--- src/hdl/csr_pkg.sv ---
package csr_pkg;

    typedef logic [31:0] word_t;
    typedef logic [13:0] csr_num_t;
    typedef logic [5:0]  ecode_t;
    typedef logic [8:0]  esubcode_t;
    typedef logic [1:0]  plv_t;

    ////////////////////
    // csr numbers
    ////////////////////
    localparam csr_num_t CSR_CRMD   = 14'h0;
    localparam csr_num_t CSR_PRMD   = 14'h1;
    localparam csr_num_t CSR_ECFG   = 14'h4;
    localparam csr_num_t CSR_ESTAT  = 14'h5;
    localparam csr_num_t CSR_ERA    = 14'h6;
    localparam csr_num_t CSR_BADV   = 14'h7;
    localparam csr_num_t CSR_EENTRY = 14'hc;
    localparam csr_num_t CSR_SAVE0  = 14'h30;
    localparam csr_num_t CSR_SAVE1  = 14'h31;
    localparam csr_num_t CSR_SAVE2  = 14'h32;
    localparam csr_num_t CSR_SAVE3  = 14'h33;
    localparam csr_num_t CSR_TID    = 14'h40;
    localparam csr_num_t CSR_TCFG   = 14'h41;
    localparam csr_num_t CSR_TVAL   = 14'h42;
    localparam csr_num_t CSR_TICLR  = 14'h44;

    ////////////////////
    // field positions
    ////////////////////
    // plv, datf and datm in crmd are 2 bits wide
    localparam int CRMD_PLV    = 0;
    localparam int CRMD_IE     = 2;
    localparam int CRMD_DA     = 3;
    localparam int CRMD_PG     = 4;
    localparam int CRMD_DATF   = 5;
    localparam int CRMD_DATM   = 7;
    localparam int PRMD_PPLV   = 0;
    localparam int PRMD_PIE    = 2;
    localparam int ECFG_LIE_W  = 13;
    // lie bit 10 is reserved
    localparam logic [12:0] ECFG_LIE_MASK = 13'h1bff;
    localparam int ESTAT_IS_SW = 0;
    localparam int ESTAT_IS_TI = 11;
    localparam int EENTRY_VA   = 6;
    localparam int TCFG_EN     = 0;
    localparam int TCFG_PERIOD = 1;
    localparam int TCFG_INITV  = 2;
    localparam int TICLR_CLR   = 0;

    // exception codes with a bad address
    localparam ecode_t    ECODE_ADE     = 6'h8;
    localparam ecode_t    ECODE_ALE     = 6'h9;
    localparam esubcode_t ESUBCODE_ADEF = 9'h0;

    typedef struct packed {
        logic     we;
        csr_num_t num;
        word_t    wmask;
        word_t    wvalue;
    } csr_wr_t;

    typedef struct packed {
        logic      ex;
        ecode_t    ecode;
        esubcode_t esubcode;
        word_t     pc;
        word_t     vaddr;
    } exc_t;

    // new bits where the mask is set, old bits elsewhere
    function automatic word_t wmerge(word_t old, word_t wmask, word_t wvalue);
        return (wmask & wvalue) | (~wmask & old);
    endfunction

endpackage

--- src/hdl/csr_except.sv ---
`timescale 1ns/1ps

module csr_except (
    input  logic                clk,
    input  logic                rst,
    input  csr_pkg::csr_wr_t    wr,
    input  csr_pkg::exc_t       exc,
    input  logic                ertn,
    output csr_pkg::word_t      crmd_rvalue,
    output csr_pkg::word_t      prmd_rvalue,
    output csr_pkg::word_t      era_rvalue,
    output csr_pkg::word_t      badv_rvalue,
    output csr_pkg::word_t      eentry_rvalue,
    output csr_pkg::ecode_t     estat_ecode,
    output csr_pkg::esubcode_t  estat_esubcode,
    output logic                crmd_ie
);
    import csr_pkg::*;

    plv_t        crmd_plv;
    logic        crmd_da;
    logic        crmd_pg;
    logic [1:0]  crmd_datf;
    logic [1:0]  crmd_datm;
    plv_t        prmd_pplv;
    logic        prmd_pie;
    word_t       era_pc;
    word_t       badv_vaddr;
    logic [25:0] eentry_va;

    word_t crmd_wdata;
    word_t prmd_wdata;
    word_t era_wdata;
    word_t badv_wdata;
    word_t eentry_wdata;
    logic  addr_err;

    always_comb begin
        crmd_rvalue = '0;
        crmd_rvalue[CRMD_PLV +: 2]  = crmd_plv;
        crmd_rvalue[CRMD_IE]        = crmd_ie;
        crmd_rvalue[CRMD_DA]        = crmd_da;
        crmd_rvalue[CRMD_PG]        = crmd_pg;
        crmd_rvalue[CRMD_DATF +: 2] = crmd_datf;
        crmd_rvalue[CRMD_DATM +: 2] = crmd_datm;
        prmd_rvalue = '0;
        prmd_rvalue[PRMD_PPLV +: 2] = prmd_pplv;
        prmd_rvalue[PRMD_PIE]       = prmd_pie;
    end

    assign era_rvalue    = era_pc;
    assign badv_rvalue   = badv_vaddr;
    assign eentry_rvalue = {eentry_va, 6'b0};

    assign crmd_wdata   = wmerge(crmd_rvalue, wr.wmask, wr.wvalue);
    assign prmd_wdata   = wmerge(prmd_rvalue, wr.wmask, wr.wvalue);
    assign era_wdata    = wmerge(era_rvalue, wr.wmask, wr.wvalue);
    assign badv_wdata   = wmerge(badv_rvalue, wr.wmask, wr.wvalue);
    assign eentry_wdata = wmerge(eentry_rvalue, wr.wmask, wr.wvalue);

    assign addr_err = (exc.ecode == ECODE_ADE) || (exc.ecode == ECODE_ALE);

    // exception first, then ertn, then software write
    always_ff @(posedge clk) begin
        if (rst) begin
            crmd_plv  <= '0;
            crmd_ie   <= 1'b0;
            crmd_da   <= 1'b1;
            crmd_pg   <= 1'b0;
            crmd_datf <= '0;
            crmd_datm <= '0;
        end else if (exc.ex) begin
            crmd_plv <= '0;
            crmd_ie  <= 1'b0;
        end else if (ertn) begin
            crmd_plv <= prmd_pplv;
            crmd_ie  <= prmd_pie;
        end else if (wr.we && wr.num == CSR_CRMD) begin
            crmd_plv  <= crmd_wdata[CRMD_PLV +: 2];
            crmd_ie   <= crmd_wdata[CRMD_IE];
            crmd_da   <= crmd_wdata[CRMD_DA];
            crmd_pg   <= crmd_wdata[CRMD_PG];
            crmd_datf <= crmd_wdata[CRMD_DATF +: 2];
            crmd_datm <= crmd_wdata[CRMD_DATM +: 2];
        end
    end

    ////////////////////
    // saved state on exception entry
    ////////////////////
    always_ff @(posedge clk) begin
        if (rst) begin
            prmd_pplv      <= '0;
            prmd_pie       <= 1'b0;
            era_pc         <= '0;
            badv_vaddr     <= '0;
            eentry_va      <= '0;
            estat_ecode    <= '0;
            estat_esubcode <= '0;
        end else begin
            if (exc.ex) begin
                prmd_pplv      <= crmd_plv;
                prmd_pie       <= crmd_ie;
                era_pc         <= exc.pc;
                estat_ecode    <= exc.ecode;
                estat_esubcode <= exc.esubcode;
            end else begin
                if (wr.we && wr.num == CSR_PRMD) begin
                    prmd_pplv <= prmd_wdata[PRMD_PPLV +: 2];
                    prmd_pie  <= prmd_wdata[PRMD_PIE];
                end
                if (wr.we && wr.num == CSR_ERA)
                    era_pc <= era_wdata;
            end
            // fetch faults report the pc itself
            if (exc.ex && addr_err) begin
                if (exc.ecode == ECODE_ADE && exc.esubcode == ESUBCODE_ADEF)
                    badv_vaddr <= exc.pc;
                else
                    badv_vaddr <= exc.vaddr;
            end else if (wr.we && wr.num == CSR_BADV) begin
                badv_vaddr <= badv_wdata;
            end
            if (wr.we && wr.num == CSR_EENTRY)
                eentry_va <= eentry_wdata[31:EENTRY_VA];
        end
    end

endmodule

--- src/hdl/csr_intr.sv ---
`timescale 1ns/1ps

module csr_intr (
    input  logic             clk,
    input  logic             rst,
    input  csr_pkg::csr_wr_t wr,
    input  logic             crmd_ie,
    input  logic             timer_is,
    output csr_pkg::word_t   ecfg_rvalue,
    output logic [1:0]       sw_is,
    output logic             has_int
);
    import csr_pkg::*;

    logic [ECFG_LIE_W-1:0] ecfg_lie;
    logic [ECFG_LIE_W-1:0] is_vec;
    word_t                 ecfg_wdata;
    word_t                 estat_wdata;

    assign ecfg_rvalue = {{(32 - ECFG_LIE_W){1'b0}}, ecfg_lie};
    assign ecfg_wdata  = wmerge(ecfg_rvalue, wr.wmask, wr.wvalue);
    // only the software bits of estat are writable
    assign estat_wdata = wmerge({30'b0, sw_is}, wr.wmask, wr.wvalue);

    always_ff @(posedge clk) begin
        if (rst) begin
            ecfg_lie <= '0;
            sw_is    <= '0;
        end else begin
            if (wr.we && wr.num == CSR_ECFG)
                ecfg_lie <= ecfg_wdata[ECFG_LIE_W-1:0] & ECFG_LIE_MASK;
            if (wr.we && wr.num == CSR_ESTAT)
                sw_is <= estat_wdata[ESTAT_IS_SW +: 2];
        end
    end

    // pending bits in estat layout with hardware lines tied off
    always_comb begin
        is_vec = '0;
        is_vec[ESTAT_IS_SW +: 2] = sw_is;
        is_vec[ESTAT_IS_TI]      = timer_is;
    end

    assign has_int = (|(is_vec & ecfg_lie)) && crmd_ie;

endmodule

--- src/hdl/csr_timer.sv ---
`timescale 1ns/1ps

module csr_timer #(
    parameter int unsigned STABLE_CNT_W = 64
) (
    input  logic                    clk,
    input  logic                    rst,
    input  csr_pkg::csr_wr_t        wr,
    output csr_pkg::word_t          tid_rvalue,
    output csr_pkg::word_t          tcfg_rvalue,
    output csr_pkg::word_t          tval_rvalue,
    output logic                    timer_is,
    output logic [STABLE_CNT_W-1:0] count
);
    import csr_pkg::*;

    word_t       tid_q;
    logic        tcfg_en;
    logic        tcfg_period;
    logic [29:0] tcfg_initv;
    word_t       tval;

    word_t tid_wdata;
    word_t tcfg_wdata;
    logic  wr_tcfg;
    logic  ticlr;

    assign tid_rvalue  = tid_q;
    assign tcfg_rvalue = {tcfg_initv, tcfg_period, tcfg_en};
    assign tval_rvalue = tval;

    assign tid_wdata  = wmerge(tid_q, wr.wmask, wr.wvalue);
    assign tcfg_wdata = wmerge(tcfg_rvalue, wr.wmask, wr.wvalue);
    assign wr_tcfg    = wr.we && wr.num == CSR_TCFG;
    assign ticlr      = wr.we && wr.num == CSR_TICLR
                        && wr.wmask[TICLR_CLR] && wr.wvalue[TICLR_CLR];

    always_ff @(posedge clk) begin
        if (rst) begin
            tid_q   <= '0;
            tcfg_en <= 1'b0;
        end else begin
            if (wr.we && wr.num == CSR_TID)
                tid_q <= tid_wdata;
            if (wr_tcfg)
                tcfg_en <= tcfg_wdata[TCFG_EN];
        end
    end

    always_ff @(posedge clk) begin
        if (wr_tcfg) begin
            tcfg_period <= tcfg_wdata[TCFG_PERIOD];
            tcfg_initv  <= tcfg_wdata[31:TCFG_INITV];
        end
    end

    ////////////////////
    // tval down-counter
    ////////////////////
    // one-shot wraps to all ones and parks there
    always_ff @(posedge clk) begin
        if (rst) begin
            tval <= '1;
        end else if (wr_tcfg && tcfg_wdata[TCFG_EN]) begin
            tval <= {tcfg_wdata[31:TCFG_INITV], 2'b0};
        end else if (tcfg_en && tval != '1) begin
            if (tval == '0 && tcfg_period)
                tval <= {tcfg_initv, 2'b0};
            else
                tval <= tval - 1'b1;
        end
    end

    // expiry wins over a same-cycle clear
    always_ff @(posedge clk) begin
        if (rst)
            timer_is <= 1'b0;
        else if (tcfg_en && tval == '0)
            timer_is <= 1'b1;
        else if (ticlr)
            timer_is <= 1'b0;
    end

    // free-running stable counter
    always_ff @(posedge clk) begin
        if (rst)
            count <= '0;
        else
            count <= count + 1'b1;
    end

endmodule

--- src/hdl/csr_file.sv ---
`timescale 1ns/1ps

module csr_file #(
    parameter int unsigned STABLE_CNT_W = 64
) (
    input  logic                    clk,
    input  logic                    rst,
    input  csr_pkg::csr_wr_t        wr,
    input  csr_pkg::csr_num_t       rd_num,
    input  csr_pkg::exc_t           exc,
    input  logic                    ertn,
    output csr_pkg::word_t          rvalue,
    output csr_pkg::word_t          ex_entry,
    output csr_pkg::word_t          ertn_entry,
    output logic                    has_int,
    output csr_pkg::word_t          tid,
    output logic [STABLE_CNT_W-1:0] count
);
    import csr_pkg::*;

    word_t     crmd_rvalue;
    word_t     prmd_rvalue;
    word_t     era_rvalue;
    word_t     badv_rvalue;
    word_t     eentry_rvalue;
    word_t     ecfg_rvalue;
    word_t     estat_rvalue;
    word_t     tid_rvalue;
    word_t     tcfg_rvalue;
    word_t     tval_rvalue;
    ecode_t    estat_ecode;
    esubcode_t estat_esubcode;
    logic      crmd_ie;
    logic      timer_is;
    logic [1:0] sw_is;
    word_t     save_q [4];

    csr_except u_except (
        .clk            (clk),
        .rst            (rst),
        .wr             (wr),
        .exc            (exc),
        .ertn           (ertn),
        .crmd_rvalue    (crmd_rvalue),
        .prmd_rvalue    (prmd_rvalue),
        .era_rvalue     (era_rvalue),
        .badv_rvalue    (badv_rvalue),
        .eentry_rvalue  (eentry_rvalue),
        .estat_ecode    (estat_ecode),
        .estat_esubcode (estat_esubcode),
        .crmd_ie        (crmd_ie)
    );

    csr_intr u_intr (
        .clk         (clk),
        .rst         (rst),
        .wr          (wr),
        .crmd_ie     (crmd_ie),
        .timer_is    (timer_is),
        .ecfg_rvalue (ecfg_rvalue),
        .sw_is       (sw_is),
        .has_int     (has_int)
    );

    csr_timer #(
        .STABLE_CNT_W (STABLE_CNT_W)
    ) u_timer (
        .clk         (clk),
        .rst         (rst),
        .wr          (wr),
        .tid_rvalue  (tid_rvalue),
        .tcfg_rvalue (tcfg_rvalue),
        .tval_rvalue (tval_rvalue),
        .timer_is    (timer_is),
        .count       (count)
    );

    // save0..3 sit on consecutive numbers
    always_ff @(posedge clk) begin
        if (rst) begin
            save_q <= '{default: '0};
        end else begin
            for (int i = 0; i < 4; i++) begin
                if (wr.we && wr.num == CSR_SAVE0 + csr_num_t'(i))
                    save_q[i] <= wmerge(save_q[i], wr.wmask, wr.wvalue);
            end
        end
    end

    // esubcode, ecode and is[12:0] with is[12] and is[10:2] tied low
    assign estat_rvalue = {1'b0, estat_esubcode, estat_ecode, 3'b0,
                           1'b0, timer_is, 9'b0, sw_is};

    ////////////////////
    // read mux
    ////////////////////
    always_comb begin
        case (rd_num)
            CSR_CRMD:   rvalue = crmd_rvalue;
            CSR_PRMD:   rvalue = prmd_rvalue;
            CSR_ECFG:   rvalue = ecfg_rvalue;
            CSR_ESTAT:  rvalue = estat_rvalue;
            CSR_ERA:    rvalue = era_rvalue;
            CSR_BADV:   rvalue = badv_rvalue;
            CSR_EENTRY: rvalue = eentry_rvalue;
            CSR_SAVE0:  rvalue = save_q[0];
            CSR_SAVE1:  rvalue = save_q[1];
            CSR_SAVE2:  rvalue = save_q[2];
            CSR_SAVE3:  rvalue = save_q[3];
            CSR_TID:    rvalue = tid_rvalue;
            CSR_TCFG:   rvalue = tcfg_rvalue;
            CSR_TVAL:   rvalue = tval_rvalue;
            // ticlr always reads back zero
            default:    rvalue = '0;
        endcase
    end

    // entry points for fetch
    assign ex_entry   = eentry_rvalue;
    assign ertn_entry = era_rvalue;
    assign tid        = tid_rvalue;

endmodule

--- config.mk ---
export PLATFORM = sky130hd
export DESIGN_NAME = csr_file
export DESIGN_NICKNAME = d
export VERILOG_FILES = /design/src/hdl/csr_pkg.sv /design/src/hdl/csr_except.sv /design/src/hdl/csr_intr.sv /design/src/hdl/csr_timer.sv /design/src/hdl/csr_file.sv
export SDC_FILE = /design/constraint.sdc
export NUM_CORES = 1
export LEC_CHECK = 0
export BUFFER_PORTS_ARGS = -buffer_cell sky130_fd_sc_hd__buf_2
export CORE_ASPECT_RATIO = 2
export CORE_UTILIZATION = 25
export DETAILED_ROUTE_END_ITERATION = 7
export PLACE_DENSITY_LB_ADDON = 0.15
export SLEW_MARGIN = 40
export SYNTH_ARGS = -nofsm -noshare
export SYNTH_HDL_FRONTEND = slang
export SYNTH_SLANG_ARGS = --single-unit
export TNS_END_PERCENT = 10
--- constraint.sdc ---
create_clock -name clk -period 3.95 [get_ports clk]
set_input_delay 0.1975 -clock clk [delete_from_list [all_inputs] [get_ports clk]]
set_output_delay 0.1975 -clock clk [all_outputs]
set_load 0.1 [all_outputs]
==> results.md <==
Outcome:
- The run finished, with violations left.
- The checks that failed: design-rule violations.

Synthesis:
- The commonest cells after synthesis are sky130_fd_sc_hd__nand2_1, sky130_fd_sc_hd__dfxtp_1, sky130_fd_sc_hd__nor2_1, sky130_fd_sc_hd__clkbuf_1, sky130_fd_sc_hd__mux2i_1.
- The parity-gate share of the synthesized area counting xor and xnor cells is under 10%.
- The area of the mapped netlist is 21700 um^2.
- The fraction of the mapped netlist area in compound gates is 16.0%.
- The total number of yosys warnings is 0.
- The number of enable flip-flop cells after synthesis is 31.
- The post-synthesis sequential element count is 420.
- The netlist uses 70 different library cells.
- Of the post-synthesis cell area, the dominant cell type holds a little over a third.
- Summing the areas of all and, or, nand and nor instances in the mapped netlist gives between 20% and 30% of the synthesized area.
- The instance count of the mapped netlist is roughly 2600.
- The async set or reset register ratio after synthesis is 0%.
- The sequential share of the synthesized area is between 40% and 50%.
- Yosys attributes the largest share of cell area to sky130_fd_sc_hd__dfxtp_1, sky130_fd_sc_hd__mux2i_1, sky130_fd_sc_hd__nand2_1, sky130_fd_sc_hd__nor2_1, sky130_fd_sc_hd__edfxtp_1.
- The multiplexer area fraction after synthesis is 13.3%.
- After Yosys synthesis, full adders, half adders and majority gates account for less than 1% of the synthesized area.
- Summed over all instances, the cell type with the most area after synthesis is sky130_fd_sc_hd__dfxtp_1.
- By instance count, the leading cell after synthesis is sky130_fd_sc_hd__nand2_1.
- The per-instance average area after synthesis is just over 8 um^2.
- The most instantiated flip-flop cell in the synthesis netlist is sky130_fd_sc_hd__dfxtp_1.
- The main combinational cell family by area after synthesis is simple AND/OR/NAND/NOR gates.

Worst setup path:
- The setup path with the least slack is of type flop to flop.
- STA classifies the critical path endpoint as a flop.
- Of all nets on the critical path, the largest fanout is 13.
- At the worst endpoint, the required time is approximately 4.5 ns.
- The number of buffers and inverters on the critical path is 1.
- The largest delay contributor family on the critical path is simple AND/OR/NAND/NOR gates.
- The worst register-to-register path ends at u_timer.tval_rvalue[9].
- The cell repeated most along the worst path is sky130_fd_sc_hd__o211ai_1.
- Walking the worst path, the cells encountered are or4_4 -> or4b_4 -> or4_1 -> buf_4 -> o211ai_1 -> o211ai_1 -> a31oi_1.
- STA puts the critical path data arrival time at ~3.7 ns.
- The worst reg-to-reg setup slack is just under 0.8 ns.
- The depth of the most critical reg-to-reg path is 7.
- In this design, the stage delay of the slowest critical-path cell is ~0.82 ns.
- STA classifies the critical path startpoint as a flop.
- The startpoint identified for the worst register-to-register timing path is u_timer.tval_rvalue[5].
- The cell with the largest stage delay on the worst path is sky130_fd_sc_hd__or4_1.

Drt:
- In this run the top signal layer used is met5.
- The pre-antenna-repair detailed-routing pass consisted of 8 iterations.
- In the final routed layout, each cell accounts on average for roughly 25 um.
- Once detail routing completed, the nets flagged for antenna violations numbered 0.
- Summed over all nets, wire length on met2 after detailed routing comes to around 51000 um.
- The number of remaining DRC errors is 2.
- The DRC violation total after the first TritonRoute iteration is roughly 1600.
- The detailed-route vias per instance is around 5.3.
- The wire length after detailed routing is 104000 um.
- The routed layout has approximately 22000 vias.
- The routed length on met3 is 7920 um.
- The met1 routed wirelength after detailed routing is roughly 40000 um.

Clock tree:
- The H-tree depth is 2.
- The clock latency reported for the late side of the worst-skew pair is about 0.60 ns.
- The post-CTS setup buffer count is 0.
- The clock drives 420 sinks.
- Clock-pin slew was measured on the worst setup and hold paths at about 0.070 ns.
- The post-cts hold buffer count is ~150.
- TritonCTS built the clock tree.
- Counting along the longest clock path gives a buffer depth of 3.
- The number of clock buffers added by TritonCTS is 46.
- The root buffer cell chosen for the clock tree is sky130_fd_sc_hd__clkbuf_16.
- The quantity of gates resized following cts is 0.

Timing:
- Between clock sinks in the finished design, the worst skew comes to approximately 0.014 ns.
- The share of the clock period used by the worst path is approximately 80%.
- Setup violations remaining at the end of the flow were counted as 0.
- Setup repair after global routing left no endpoint under its margin.
- Measured against its own limit, the worst slew margin works out to around 46%.
- The final total negative setup slack is 0 ns.
- The final-report max-slew violation count is 0.
- At the pin with the least slew margin, the transition time is between 0.8 and 0.9 ns.
- Timing would allow up to around 320 MHz.
- The total count of hold-check failures in the final report is 0.
- After layout, the minimum clock period comes to 3.17 ns.

Pwr:
- The power density normalized to cell area is 358 nW/um^2.
- The maximum VDD drop is 0.252 mV.
- In this run the static leakage power is 11.2 nW.
- The design draws ~10 mW.

Placement:
- The number of port buffers is between 300 and 400.
- The final weighted congestion in routability-driven placement is 0.938.
- The detailed placement HPWL is around 74000 um.

Flow run:
- The tool flagged a number of max-cap violations equal to 0.

GRT:
- The global-route usage over all layers is between 20% and 30%.
- The via count of the first global-routing pass is 21900.
- The remaining global-route overflow is 0.
- The global-route wire length before repair is ~150000 um.
- The initial antenna violation count is 6.
- The largest net degree at the start of global routing is 120.

Floorplanning:
- Row generation in the floorplan step produced 152 rows.
- Measured along the x axis, the die boundary spans 210 um.
- The effective utilization at floorplan is between 20% and 30%.
- The die covers approximately 88000 um^2.
- The vertical die dimension is 419 um.
- In this run the standard cell core region covers approximately 86000 um^2.
- The count of pins on the block boundary is between 300 and 400.

Hold path:
- Along the worst hold path, the cell count comes to 3.
- The hold path startpoint is wr[26].
- In this run the worst hold path is classified as input port to flop.

Final layout:
- The post-route core utilization is between 30% and 40%.
- The area growth from synthesis to layout is 29.2%.
- The filler cell count is 9082.
- In the final layout, the share of cells above drive strength 1 is between 10% and 20%.
- After the last flow step, the layout net total stands at 3161.
[worst register-to-register path, stage by stage (launching register included)]
cell                       delay, ns
sky130_fd_sc_hd__dfxtp_1        0.44
sky130_fd_sc_hd__or4_4          0.58
sky130_fd_sc_hd__or4b_4         0.54
sky130_fd_sc_hd__or4_1          0.82
sky130_fd_sc_hd__buf_4          0.32
sky130_fd_sc_hd__o211ai_1       0.11
sky130_fd_sc_hd__o211ai_1       0.11
sky130_fd_sc_hd__a31oi_1        0.19
[kinds of logic (layout without fill, tap and decap cells)]
kind of cell,after synthesis,in the layout
simple gates,1110,1110
compound gates,482,482
flops,420,420
buf+inv,270,668
mux,261,261
xor+xnor,68,68
fa+ha+maj,3,3
other cells,1,7
[area by class of cell]
cell class              instances  area, um^2  area share, %
diodes                          1        2.50        0.00893
clock buffers                  71        1410           5.03
clock inverters                13         163          0.581
inverters                      16        60.1          0.214
multi-input cells            1930       12000           42.8
flip-flops and latches        420        8720           31.1
well taps                    1155        1450           5.16
repair buffers                568        4220           15.0
[power by group]
group | switching, mW | leakage [nW] | internal (mW) | total, mW
Combinational | 0.698 | 7.00 | 0.309 | 1.01
Sequential | 0.0557 | 3.43 | 4.33 | 4.39
Clock | 1.92 | 0.769 | 2.71 | 4.63
Total | 2.68 | 11.2 | 7.35 | 10.0
[placed cells by master, fill, tap and decap left out, types with 9 or more instances in the layout]
cell | netlist | routed
sky130_fd_sc_hd__a211oi_1 | 11 | 11
sky130_fd_sc_hd__dlygate4sd3_1 | 0 | 145
sky130_fd_sc_hd__a221oi_1 | 19 | 19
sky130_fd_sc_hd__a21oi_1 | 109 | 109
sky130_fd_sc_hd__xor2_1 | 42 | 42
sky130_fd_sc_hd__mux2i_1 | 194 | 194
sky130_fd_sc_hd__mux2_2 | 50 | 50
sky130_fd_sc_hd__clkbuf_16 | 0 | 49
sky130_fd_sc_hd__mux4_2 | 17 | 17
sky130_fd_sc_hd__a22oi_1 | 58 | 58
sky130_fd_sc_hd__clkbuf_8 | 0 | 10
sky130_fd_sc_hd__or4_1 | 15 | 15
sky130_fd_sc_hd__dfxtp_1 | 389 | 389
sky130_fd_sc_hd__nor2_1 | 321 | 315
sky130_fd_sc_hd__a222oi_1 | 15 | 15
sky130_fd_sc_hd__nand2_1 | 422 | 422
sky130_fd_sc_hd__inv_1 | 16 | 15
sky130_fd_sc_hd__buf_12 | 0 | 33
sky130_fd_sc_hd__nor3_1 | 73 | 67
sky130_fd_sc_hd__a311oi_1 | 89 | 89
sky130_fd_sc_hd__buf_2 | 4 | 332
sky130_fd_sc_hd__nand3_1 | 134 | 134
sky130_fd_sc_hd__xnor2_1 | 26 | 26
sky130_fd_sc_hd__a21boi_0 | 55 | 55
sky130_fd_sc_hd__nand4_1 | 32 | 32
sky130_fd_sc_hd__nor4_1 | 30 | 29
sky130_fd_sc_hd__o211ai_1 | 15 | 15
sky130_fd_sc_hd__buf_4 | 7 | 57
sky130_fd_sc_hd__or3_1 | 15 | 15
sky130_fd_sc_hd__clkbuf_1 | 210 | 12
sky130_fd_sc_hd__o21ai_0 | 42 | 41
sky130_fd_sc_hd__edfxtp_1 | 31 | 31
sky130_fd_sc_hd__and3_1 | 25 | 24
sky130_fd_sc_hd__and2_1 | 9 | 9
[through the flow]
step	hold WS (ns)	setup slack (ns)	cells	cell area, um^2
floorplan	0.296	-0.318	2620	21700
finish	0.0380	0.776	4174	28000
global route	0.0153	0.658	4174	28000
detailed placement	0.452	0.797	3944	25000
CTS	0.00132	0.788	4173	28000
global placement	0.441	0.815	3944	25000
[layer usage]
layer,track usage (%),vias up
met5,0,-
met4,11.8,6
met3,5.62,213
met2,41.1,949
met1,25.5,10800
li1,-,10100
[how the worst max path moves through the flow]
stage,startpoint,endpoint,slack [ns],cells after the start
floorplan,rd_num[0],rvalue[13],-0.32,6
global placement,u_timer.tval_rvalue[5],u_timer.tval_rvalue[9],0.81,7
detailed placement,u_timer.tval_rvalue[5],u_timer.tval_rvalue[18],0.80,7
CTS,u_timer.tval_rvalue[5],u_timer.tval_rvalue[18],0.79,7
global route,u_timer.tval_rvalue[5],u_timer.tval_rvalue[9],0.66,7
finish,u_timer.tval_rvalue[5],u_timer.tval_rvalue[9],0.78,7
Note: power is estimated with default switching activity, not from simulation.
